$ cat src/mmu_config.svh
// Width and size macros for the address, page offset, TLB and APB port
`ifndef MMU_CONFIG_SVH
`define MMU_CONFIG_SVH

// Linear and physical address width
`define MMU_ADDR_W 32

// 4 KiB pages
`define MMU_PAGE_OFS_W 12

// Direct mapped, indexed by the low VPN bits
`define MMU_TLB_ENTRIES 16

// Byte offsets into the register map
`define MMU_APB_ADDR_W 8

`endif

$ cat src/x86_arch_pkg.sv
// Architectural types for CPU mode, descriptor, translation request and response
`include "mmu_config.svh"

package x86_arch_pkg;

    // Encoding follows the legacy mode register
    typedef enum logic [2:0] {
        CPU_MODE_REAL = 3'd0,
        CPU_MODE_PROT = 3'd1,
        CPU_MODE_V86  = 3'd2,
        CPU_MODE_LONG = 3'd3  // Reserved
    } cpu_mode_e;

    // 1 MiB window in real and v86 mode
    localparam logic [`MMU_ADDR_W-1:0] REAL_MODE_LIMIT = 32'h000F_FFFF;

    // Standard 8-byte segment descriptor, MSB first
    typedef struct packed {
        logic [7:0]  base_hi;   // Base 31:24
        logic [3:0]  flags;     // G, D/B, L, AVL
        logic [3:0]  limit_hi;  // Limit 19:16
        logic        present;
        logic [1:0]  dpl;
        logic        s;         // Code or data when set
        logic [3:0]  seg_type;
        logic [7:0]  base_mid;  // Base 23:16
        logic [15:0] base_lo;
        logic [15:0] limit_lo;
    } seg_desc_t;

    typedef struct packed {
        logic [`MMU_ADDR_W-1:0] linear;
        seg_desc_t              desc;
        logic [1:0]             cpl;
    } xlate_req_t;

    typedef struct packed {
        cpu_mode_e              mode;
        logic [`MMU_ADDR_W-1:0] base;
        logic [`MMU_ADDR_W-1:0] limit;
        logic [3:0]             seg_type;
        logic                   segment_valid;
        logic                   privilege_violation;
    } seg_info_t;

    // Passed from the segment stage to the paging stage
    typedef struct packed {
        seg_info_t              seg;
        logic [`MMU_ADDR_W-1:0] linear;
        logic                   paging;  // Protected mode with PG
    } mid_xlate_t;

    typedef struct packed {
        seg_info_t              seg;
        logic [`MMU_ADDR_W-1:0] phys_addr;
        logic                   page_fault;
    } xlate_rsp_t;

    // PE off wins over VM
    function automatic cpu_mode_e mode_decode(input logic pe, input logic vm);
        if (!pe) begin
            return CPU_MODE_REAL;
        end
        return vm ? CPU_MODE_V86 : CPU_MODE_PROT;
    endfunction

endpackage

$ cat src/mmu_regs_pkg.sv
// Register map offsets, bit positions, TLB fill and control structs
`include "mmu_config.svh"

package mmu_regs_pkg;

    localparam int APB_DATA_W = 32;
    localparam int VPN_W      = `MMU_ADDR_W - `MMU_PAGE_OFS_W;
    localparam int PFN_W      = `MMU_ADDR_W - `MMU_PAGE_OFS_W;

    localparam logic [`MMU_APB_ADDR_W-1:0] REG_CR0         = 'h00;
    localparam logic [`MMU_APB_ADDR_W-1:0] REG_CTRL        = 'h04;
    localparam logic [`MMU_APB_ADDR_W-1:0] REG_TLB_VPN     = 'h08;
    localparam logic [`MMU_APB_ADDR_W-1:0] REG_TLB_PFN     = 'h0C;  // Write fires the fill
    localparam logic [`MMU_APB_ADDR_W-1:0] REG_STATUS      = 'h10;
    localparam logic [`MMU_APB_ADDR_W-1:0] REG_HIT_COUNT   = 'h14;
    localparam logic [`MMU_APB_ADDR_W-1:0] REG_FAULT_COUNT = 'h18;

    localparam int CR0_PE_BIT     = 0;
    localparam int CR0_PG_BIT     = 31;
    localparam int CTRL_VM_BIT    = 0;
    localparam int CTRL_FLUSH_BIT = 1;   // Self clearing

    // STATUS layout
    localparam int ST_MODE_LSB = 0;      // Three bits of cpu_mode_e
    localparam int ST_PG_BIT   = 3;
    localparam int ST_PE_BIT   = 4;
    localparam int ST_V86_BIT  = 5;

    typedef struct packed {
        logic pe;
        logic pg;
        logic vm_flag;
    } mmu_ctrl_t;

    // One cycle pulse on valid
    typedef struct packed {
        logic             valid;
        logic [VPN_W-1:0] vpn;
        logic [PFN_W-1:0] pfn;
    } tlb_fill_t;

endpackage

$ cat src/mmu_csr.sv
// APB register block with CR0, VM flag, TLB fill staging, flush and counters
`include "mmu_config.svh"

module mmu_csr
    import x86_arch_pkg::*;
    import mmu_regs_pkg::*;
(
    input  logic                       clk,
    input  logic                       rst_n,
    input  logic                       psel,
    input  logic                       penable,
    input  logic                       pwrite,
    input  logic [`MMU_APB_ADDR_W-1:0] paddr,
    input  logic [APB_DATA_W-1:0]      pwdata,
    output logic [APB_DATA_W-1:0]      prdata,
    output logic                       pready,
    output logic                       pslverr,
    input  logic                       rsp_valid,
    input  xlate_rsp_t                 rsp,
    input  logic                       tlb_hit,
    output mmu_ctrl_t                  ctrl,
    output tlb_fill_t                  fill,
    output logic                       flush
);

    logic [APB_DATA_W-1:0] cr0_q;
    logic                  vm_q;
    logic [VPN_W-1:0]      vpn_q;
    tlb_fill_t             fill_q;
    logic                  flush_q;
    logic [APB_DATA_W-1:0] hit_cnt_q;
    logic [APB_DATA_W-1:0] fault_cnt_q;
    logic                  access;
    logic                  wr_en;
    logic                  reg_hit;
    logic [APB_DATA_W-1:0] rd_data;
    cpu_mode_e             mode;

    assign access = psel & penable;
    assign wr_en  = access & pwrite & reg_hit;

    assign mode = mode_decode(ctrl.pe, ctrl.vm_flag);

    // Address decode and read mux
    always_comb begin
        reg_hit = 1'b1;
        rd_data = '0;
        case (paddr)
            REG_CR0:         rd_data = cr0_q;  // All bits read back
            REG_CTRL:        rd_data[CTRL_VM_BIT] = vm_q;
            REG_TLB_VPN:     rd_data[VPN_W-1:0] = vpn_q;
            REG_TLB_PFN:     rd_data[PFN_W-1:0] = fill_q.pfn;
            REG_STATUS: begin
                rd_data[ST_MODE_LSB +: 3] = mode;
                rd_data[ST_PG_BIT]        = ctrl.pg;
                rd_data[ST_PE_BIT]        = ctrl.pe;
                rd_data[ST_V86_BIT]       = (mode == CPU_MODE_V86);
            end
            REG_HIT_COUNT:   rd_data = hit_cnt_q;
            REG_FAULT_COUNT: rd_data = fault_cnt_q;
            default:         reg_hit = 1'b0;
        endcase
    end

    assign prdata  = rd_data;
    assign pready  = 1'b1;             // Zero wait states
    assign pslverr = access & ~reg_hit;

    always_ff @(posedge clk or negedge rst_n) begin
        if (!rst_n) begin
            cr0_q   <= '0;
            vm_q    <= 1'b0;
            vpn_q   <= '0;
            fill_q  <= '0;
            flush_q <= 1'b0;
        end else begin
            fill_q.valid <= 1'b0;
            flush_q      <= 1'b0;
            if (wr_en) begin
                case (paddr)
                    REG_CR0: cr0_q <= pwdata;
                    REG_CTRL: begin
                        vm_q    <= pwdata[CTRL_VM_BIT];
                        flush_q <= pwdata[CTRL_FLUSH_BIT];
                    end
                    REG_TLB_VPN: vpn_q <= pwdata[VPN_W-1:0];
                    REG_TLB_PFN: begin
                        fill_q.valid <= 1'b1;
                        fill_q.vpn   <= vpn_q;
                        fill_q.pfn   <= pwdata[PFN_W-1:0];
                    end
                    default: ;  // Read-only registers ignore writes
                endcase
            end
        end
    end

    // Performance counters
    always_ff @(posedge clk or negedge rst_n) begin
        if (!rst_n) begin
            hit_cnt_q   <= '0;
            fault_cnt_q <= '0;
        end else begin
            if (tlb_hit) begin
                hit_cnt_q <= hit_cnt_q + 1'b1;
            end
            if (rsp_valid && rsp.page_fault) begin
                fault_cnt_q <= fault_cnt_q + 1'b1;
            end
        end
    end

    assign ctrl.pe      = cr0_q[CR0_PE_BIT];
    assign ctrl.pg      = cr0_q[CR0_PG_BIT];
    assign ctrl.vm_flag = vm_q;
    assign fill         = fill_q;
    assign flush        = flush_q;

    a_ready_in_access: assert property (@(posedge clk) disable iff (!rst_n)
        (psel && penable) |-> pready);

endmodule

$ cat src/seg_check_stage.sv
// Stage one of translation with mode decode, descriptor parse and privilege check
`include "mmu_config.svh"

module seg_check_stage
    import x86_arch_pkg::*;
    import mmu_regs_pkg::*;
(
    input  logic       clk,
    input  logic       rst_n,
    input  mmu_ctrl_t  ctrl,
    input  logic       req_valid,
    input  xlate_req_t req,
    output logic       mid_valid,
    output mid_xlate_t mid
);

    seg_info_t seg_d;
    logic      paging_d;

    always_comb begin
        // Flat 1 MiB segment unless protected
        seg_d.mode                = mode_decode(ctrl.pe, ctrl.vm_flag);
        seg_d.base                = '0;
        seg_d.limit               = REAL_MODE_LIMIT;
        seg_d.seg_type            = '0;
        seg_d.segment_valid       = 1'b1;
        seg_d.privilege_violation = 1'b0;

        if (seg_d.mode == CPU_MODE_PROT) begin
            seg_d.base = {req.desc.base_hi, req.desc.base_mid, req.desc.base_lo};
            // Granularity is not applied, limit stays byte sized
            seg_d.limit = `MMU_ADDR_W'({req.desc.limit_hi, req.desc.limit_lo});
            seg_d.seg_type      = req.desc.seg_type;
            seg_d.segment_valid = req.desc.present;
            seg_d.privilege_violation = (req.cpl > req.desc.dpl);
        end
    end

    // No paging in real or v86 mode
    assign paging_d = (seg_d.mode == CPU_MODE_PROT) && ctrl.pg;

    always_ff @(posedge clk or negedge rst_n) begin
        if (!rst_n) begin
            mid_valid <= 1'b0;
        end else begin
            mid_valid <= req_valid;
        end
    end

    always_ff @(posedge clk) begin
        if (req_valid) begin
            mid.seg    <= seg_d;
            mid.linear <= req.linear;
            mid.paging <= paging_d;
        end
    end

    a_no_long_mode: assert property (@(posedge clk) disable iff (!rst_n)
        mid_valid |-> (mid.seg.mode != CPU_MODE_LONG));

endmodule

$ cat src/page_xlate_stage.sv
// Stage two of translation with direct-mapped TLB, fill, flush and final address
`include "mmu_config.svh"

module page_xlate_stage
    import x86_arch_pkg::*;
    import mmu_regs_pkg::*;
(
    input  logic       clk,
    input  logic       rst_n,
    input  logic       mid_valid,
    input  mid_xlate_t mid,
    input  tlb_fill_t  fill,
    input  logic       flush,
    output logic       rsp_valid,
    output xlate_rsp_t rsp,
    output logic       tlb_hit
);

    localparam int IDX_W = $clog2(`MMU_TLB_ENTRIES);

    logic [`MMU_TLB_ENTRIES-1:0] tlb_valid;
    logic [VPN_W-1:0]            tlb_tag [`MMU_TLB_ENTRIES];
    logic [PFN_W-1:0]            tlb_pfn [`MMU_TLB_ENTRIES];
    logic [IDX_W-1:0]            fill_idx;
    logic [VPN_W-1:0]            lkp_vpn;
    logic [IDX_W-1:0]            lkp_idx;
    logic                        lkp_hit;
    xlate_rsp_t                  rsp_d;

    assign fill_idx = fill.vpn[IDX_W-1:0];

    // Full VPN is kept as tag, index bits included
    assign lkp_vpn = mid.linear[`MMU_ADDR_W-1:`MMU_PAGE_OFS_W];
    assign lkp_idx = lkp_vpn[IDX_W-1:0];
    assign lkp_hit = tlb_valid[lkp_idx] && (tlb_tag[lkp_idx] == lkp_vpn);

    always_ff @(posedge clk or negedge rst_n) begin
        if (!rst_n) begin
            tlb_valid <= '0;
        end else begin
            if (flush) begin
                tlb_valid <= '0;
            end
            if (fill.valid) begin
                tlb_valid[fill_idx] <= 1'b1;  // Overwrites any older mapping
            end
        end
    end

    always_ff @(posedge clk) begin
        if (fill.valid) begin
            tlb_tag[fill_idx] <= fill.vpn;
            tlb_pfn[fill_idx] <= fill.pfn;
        end
    end

    always_comb begin
        rsp_d.seg        = mid.seg;
        rsp_d.phys_addr  = mid.linear;  // Identity when paging is off
        rsp_d.page_fault = 1'b0;
        if (mid.paging) begin
            if (lkp_hit) begin
                rsp_d.phys_addr = {tlb_pfn[lkp_idx], mid.linear[`MMU_PAGE_OFS_W-1:0]};
            end else begin
                // No table walk, software must refill
                rsp_d.page_fault = 1'b1;
                rsp_d.phys_addr  = '0;
            end
        end
    end

    always_ff @(posedge clk or negedge rst_n) begin
        if (!rst_n) begin
            rsp_valid <= 1'b0;
            tlb_hit   <= 1'b0;
        end else begin
            rsp_valid <= mid_valid;
            tlb_hit   <= mid_valid & mid.paging & lkp_hit;
        end
    end

    always_ff @(posedge clk) begin
        if (mid_valid) begin
            rsp <= rsp_d;
        end
    end

    a_fault_zero_addr: assert property (@(posedge clk) disable iff (!rst_n)
        (rsp_valid && rsp.page_fault) |-> (rsp.phys_addr == '0));

endmodule

$ cat src/mmu_top.sv
// MMU top level joining the APB register block and both translation stages
`include "mmu_config.svh"

module mmu_top
    import x86_arch_pkg::*;
    import mmu_regs_pkg::*;
(
    input  logic                       clk,
    input  logic                       rst_n,
    input  logic                       psel,
    input  logic                       penable,
    input  logic                       pwrite,
    input  logic [`MMU_APB_ADDR_W-1:0] paddr,
    input  logic [APB_DATA_W-1:0]      pwdata,
    output logic [APB_DATA_W-1:0]      prdata,
    output logic                       pready,
    output logic                       pslverr,
    input  logic                       req_valid,
    input  xlate_req_t                 req,
    output logic                       rsp_valid,
    output xlate_rsp_t                 rsp
);

    mmu_ctrl_t  ctrl;
    tlb_fill_t  fill;
    logic       flush;
    logic       mid_valid;
    mid_xlate_t mid;
    logic       tlb_hit;

    mmu_csr i_mmu_csr (
        .clk       (clk),
        .rst_n     (rst_n),
        .psel      (psel),
        .penable   (penable),
        .pwrite    (pwrite),
        .paddr     (paddr),
        .pwdata    (pwdata),
        .prdata    (prdata),
        .pready    (pready),
        .pslverr   (pslverr),
        .rsp_valid (rsp_valid),
        .rsp       (rsp),
        .tlb_hit   (tlb_hit),
        .ctrl      (ctrl),
        .fill      (fill),
        .flush     (flush)
    );

    seg_check_stage i_seg_check_stage (
        .clk       (clk),
        .rst_n     (rst_n),
        .ctrl      (ctrl),
        .req_valid (req_valid),
        .req       (req),
        .mid_valid (mid_valid),
        .mid       (mid)
    );

    page_xlate_stage i_page_xlate_stage (
        .clk       (clk),
        .rst_n     (rst_n),
        .mid_valid (mid_valid),
        .mid       (mid),
        .fill      (fill),
        .flush     (flush),
        .rsp_valid (rsp_valid),
        .rsp       (rsp),
        .tlb_hit   (tlb_hit)
    );

endmodule

$ cat config.mk
export PLATFORM = sky130hd
export DESIGN_NAME = mmu_top
export DESIGN_NICKNAME = d
export VERILOG_FILES = /design/src/x86_arch_pkg.sv /design/src/mmu_regs_pkg.sv /design/src/mmu_csr.sv /design/src/seg_check_stage.sv /design/src/page_xlate_stage.sv /design/src/mmu_top.sv
export VERILOG_INCLUDE_DIRS = /design/src /design/src/src
export SDC_FILE = /design/constraint.sdc
export NUM_CORES = 1
export LEC_CHECK = 0
export BUFFER_PORTS_ARGS = -buffer_cell sky130_fd_sc_hd__buf_2
export CAP_MARGIN = 30
export CORE_ASPECT_RATIO = 0.6
export CORE_MARGIN = 5
export CORE_UTILIZATION = 25
export CTS_BUF_LIST = sky130_fd_sc_hd__clkbuf_8
export DETAILED_ROUTE_END_ITERATION = 10
export GPL_ROUTABILITY_DRIVEN = 0
export GPL_TIMING_DRIVEN = 1
export HOLD_SLACK_MARGIN = 0.03
export RECOVER_POWER = 100
export SLEW_MARGIN = 15
export SYNTH_ARGS = -nofsm -noshare
export SYNTH_HDL_FRONTEND = slang
export SYNTH_SLANG_ARGS = --single-unit
$ cat constraint.sdc
create_clock -name clk -period 4.2 [get_ports clk]
set_input_delay 0.42 -clock clk [delete_from_list [all_inputs] [get_ports clk]]
set_output_delay 0.42 -clock clk [all_outputs]
set_load 0.005 [all_outputs]
==> flow_summary.yaml <==
logic_synthesis:
  yosysWarnings: 0
  ys_types: 55
  ys_ff_latch: 1008
  synthFlopType: "edfxtp_1"
  synth_cells: 2006
  synthArstFlopShare_pct: 17.7
  ys_seq_area_share_pct: 75.0
  synth_edf_count: 826
  post-synth-top-area-cell: "edfxtp_1"
  netlist_top_cells_count: "826 x edfxtp_1, 178 x dfrtp_1, 173 x mux4_2"
  syn_area_per_cell_um2: 19.5
  yosysMostFrequentCell: "edfxtp_1"
  synth_top_area_share_pct: 63.4
  synthTopCellsByArea: "edfxtp_1 63%, dfrtp_1 11%, mux4_2 10%"
  netlist_area_mm2: 0.0391
critical_path:
  r2r_slack_ns: 0.48
  critPathCaptureType: "flip-flop"
  startpoint_type: "flip-flop"
  crit_required_ns: 4.62
  crit_family: "simple AND/OR/NAND/NOR gates"
  crit_arrival_ns: 4.13
  cpMaxStageDelayCell: "nor2_1"
  rr_endpoint: "i_page_xlate_stage.tlb_pfn[14][11]"
  critical-path-max-stage-delay_ns: 1.76
  crit_buf_inv: 1
  crit_fanout: 27
  worst-r2r-cell-count: 3
  crit_type: "flip-flop to flip-flop"
  cp_cell_sequence: "nand3b_1 -> nor2_1 -> buf_12"
  r2r_start: "i_mmu_csr.fill[21]"
sta:
  fin_skew_ns: 0.0343
  hold_viol: 0
  max-slew-margin-rel_pct: -137
  fmax_ghz: 0.269
  post-route-period-util_pct: 88.5
  tightest_slew_ns: 3.55
  tns_ns: 0
  drv_slew: 491
  finalSetupViolCount: 0
  finalCriticalPeriod_ns: 3.72
  rsz0062_at_grt: "false"
  setup_slack_ns: 0.485
clock_tree:
  cts_tree: "done"
  cts_made_buffers: 138
  htreeDepth: 4
  path_clk_slew_ns: 0.08
  cts-resized-gates: 0
  clock_path_buffers: 3
  cts_setup_buffers: 0
  cts.sinks: 1008
  clk_latency_ns: 0.77
  cts_root_buffer: "clkbuf_8"
place:
  place_hpwl_um: 63300
  io_buffers: 265
  placed_area_mm2: 0.0435
  place_ws_ns: 0.692
cells_and_area:
  multi_input_comb_area_mm2: 0.00905
  regArea_mm2: 0.0294
  drive_above_1_share_pct: 25.5
  fill_cells: 15300
  nets: 2663
  stdcell_area_mm2: 0.0468
  syn_to_final_growth_pct: 19.6
hold_path:
  hold_start: "req[47]"
  hold_class: "input port to flip-flop"
  worstHoldPathCells: 5
  holdPathEnd: "i_seg_check_stage.mid[33]"
route:
  drt-initial-drc-count: 2068
  viasPerCell: 4.49
  final_antenna_net_count: 0
  top_layer: "met4"
  drc: 0
  routed_wl_um: 103000
  m1WireLength_um: 48500
  wl_per_cell_um: 22.0
  routed-wl-met2_um: 45000
  wl_met3_um: 7440
  via_count: 21000
  drtPass1Iterations: 8
global_routing:
  grt_max_degree: 116
  grt_pass1_vias: 21000
  grt_util_all_layers_pct: 12.1
  antenna_found_initial: 10
  grt_first_pass_wirelength_um: 148000
  grt_overflow_total: 0
floorplan:
  rows: 112
  die_h_um: 316
  die_x_um: 521
  start_util_pct: 25.2
  ios: 285
  core-area_mm2: 0.156
  dieArea_mm2: 0.165
power:
  peakVddDrop_uv: 254
  power_density_mw_per_mm2: 411
  leakage_uw: 0.0153
run_status:
  status: "finished with violations"
  violations: "max-capacitance violations, max-slew violations"
flow_run:
  maxCapViolations: 18
worst register-to-register path: stages (launching register included):
cell	delay [ns]
dfrtp_1	0.86
nand3b_1	0.35
nor2_1	1.76
buf_12	0.34
cell usage in the layout (no fill, tap or decap), types with 10 or more instances in the layout:
master,synthesis,layout
buf_12,0,15
and3_1,13,13
clkinv_1,0,19
mux2_2,104,104
nand2_1,95,94
nand3_1,35,35
mux4_2,173,173
dfrtp_1,178,178
xor2_1,24,24
clkinv_2,0,14
a21boi_0,3,12
dlygate4sd3_1,0,123
xnor2_1,58,58
edfxtp_1,826,826
nor2_1,48,48
a21o_1,16,16
clkbuf_8,0,151
and2_0,0,28
buf_2,24,137
nand2b_1,27,27
conb_1,2,14
o22ai_2,20,10
buf_4,23,30
a22oi_1,26,26
o22ai_1,4,14
clkbuf_1,39,146
inv_1,41,93
mux2i_1,29,29
a222oi_1,30,30
nor3_1,16,15
and2_1,44,16
worst max path at each step:
stage | depth (start not counted) | to | slack (ns) | from
6_report | 3 | i_page_xlate_stage.tlb_pfn[14][11] | 0.48 | i_mmu_csr.fill[21]
3_3_place_gp | 10 | i_page_xlate_stage.rsp[2] | 0.77 | flip-flop
3_5_place_dp | 10 | i_page_xlate_stage.rsp[3] | 0.69 | flip-flop
5_1_grt | 3 | i_page_xlate_stage.tlb_pfn[4][11] | 0.25 | i_mmu_csr.fill[21]
4_1_cts | 10 | i_page_xlate_stage.rsp[3] | 0.65 | flip-flop
2_1_floorplan | 2 | i_page_xlate_stage.tlb_pfn[2][0] | 0.14 | i_mmu_csr.fill[20]
timing repair:
item                                    4_1_cts  5_1_grt
hold endpoints to repair                    281        0
hold buffers                                123        0
endpoints found under the setup margin        0        0
report_power, final:
group	total (uW)	leakage (uW)	internal, uW	switching [uW]
registers	11000	0.00900	10900	141
logic	964	0.00478	459	505
clock network	7290	0.00151	3560	3730
total	19300	0.0153	14900	4380
layout make-up:
cell class / count / share of cell area, %
multi-input cells: 864 / 19.3
flip-flops and latches: 1008 / 62.7
inverters: 42 / 0.337
repair buffers: 461 / 6.55
clock inverters: 96 / 1.09
clock buffers: 151 / 4.44
well taps: 2052 / 5.49
diodes: 3 / 0.0160
registers in the layout (all words and copies together), names as in the netlist, 20 cells and up, named ones only:
| signal | count |
|---|---|
| i_mmu_csr.vpn_q | 20 |
| i_page_xlate_stage.tlb_pfn | 320 |
| i_mmu_csr.hit_cnt_q | 32 |
| i_mmu_csr.cr0_q | 32 |
| i_page_xlate_stage.rsp | 93 |
| i_page_xlate_stage.tlb_tag | 320 |
| i_seg_check_stage.mid | 93 |
| i_mmu_csr.fill | 41 |
| i_mmu_csr.fault_cnt_q | 32 |
per-layer routing:
| metal | GRT usage, % | vias to the layer above |
|---|---|---|
| li1 | - | 8968 |
| met1 | 18.3 | 11100 |
| met2 | 17.7 | 773 |
| met3 | 2.73 | 151 |
| met4 | 2.74 | 0 |
| met5 | 0 | - |
logic make-up (layout without fill, tap and decap cells):
logic type,Yosys count,after routing,synth area share (%)
AO/OA/AOI/OAI,141,141,3.19
adder cells (fa/ha/maj),4,4,0.128
flip-flops,1008,1008,75.0
buffers and inverters,146,750,1.79
AND/OR/NAND/NOR,311,311,3.95
other,2,17,0.0192
XOR/XNOR,82,82,1.84
multiplexers,312,312,14.1
through the flow:
stage	instances	util, %	hold slack, ns	power [uW]
global route	4676	30.1	0.108	20000
finish	4677	30.1	0.138	19300
floorplan	2018	-	0.124	11700
CTS	4671	30.4	0.0528	19500
detailed placement	4301	27.9	0.405	12100
global placement	4300	27.9	0.401	12100
Power figures use the tool's default switching activity.
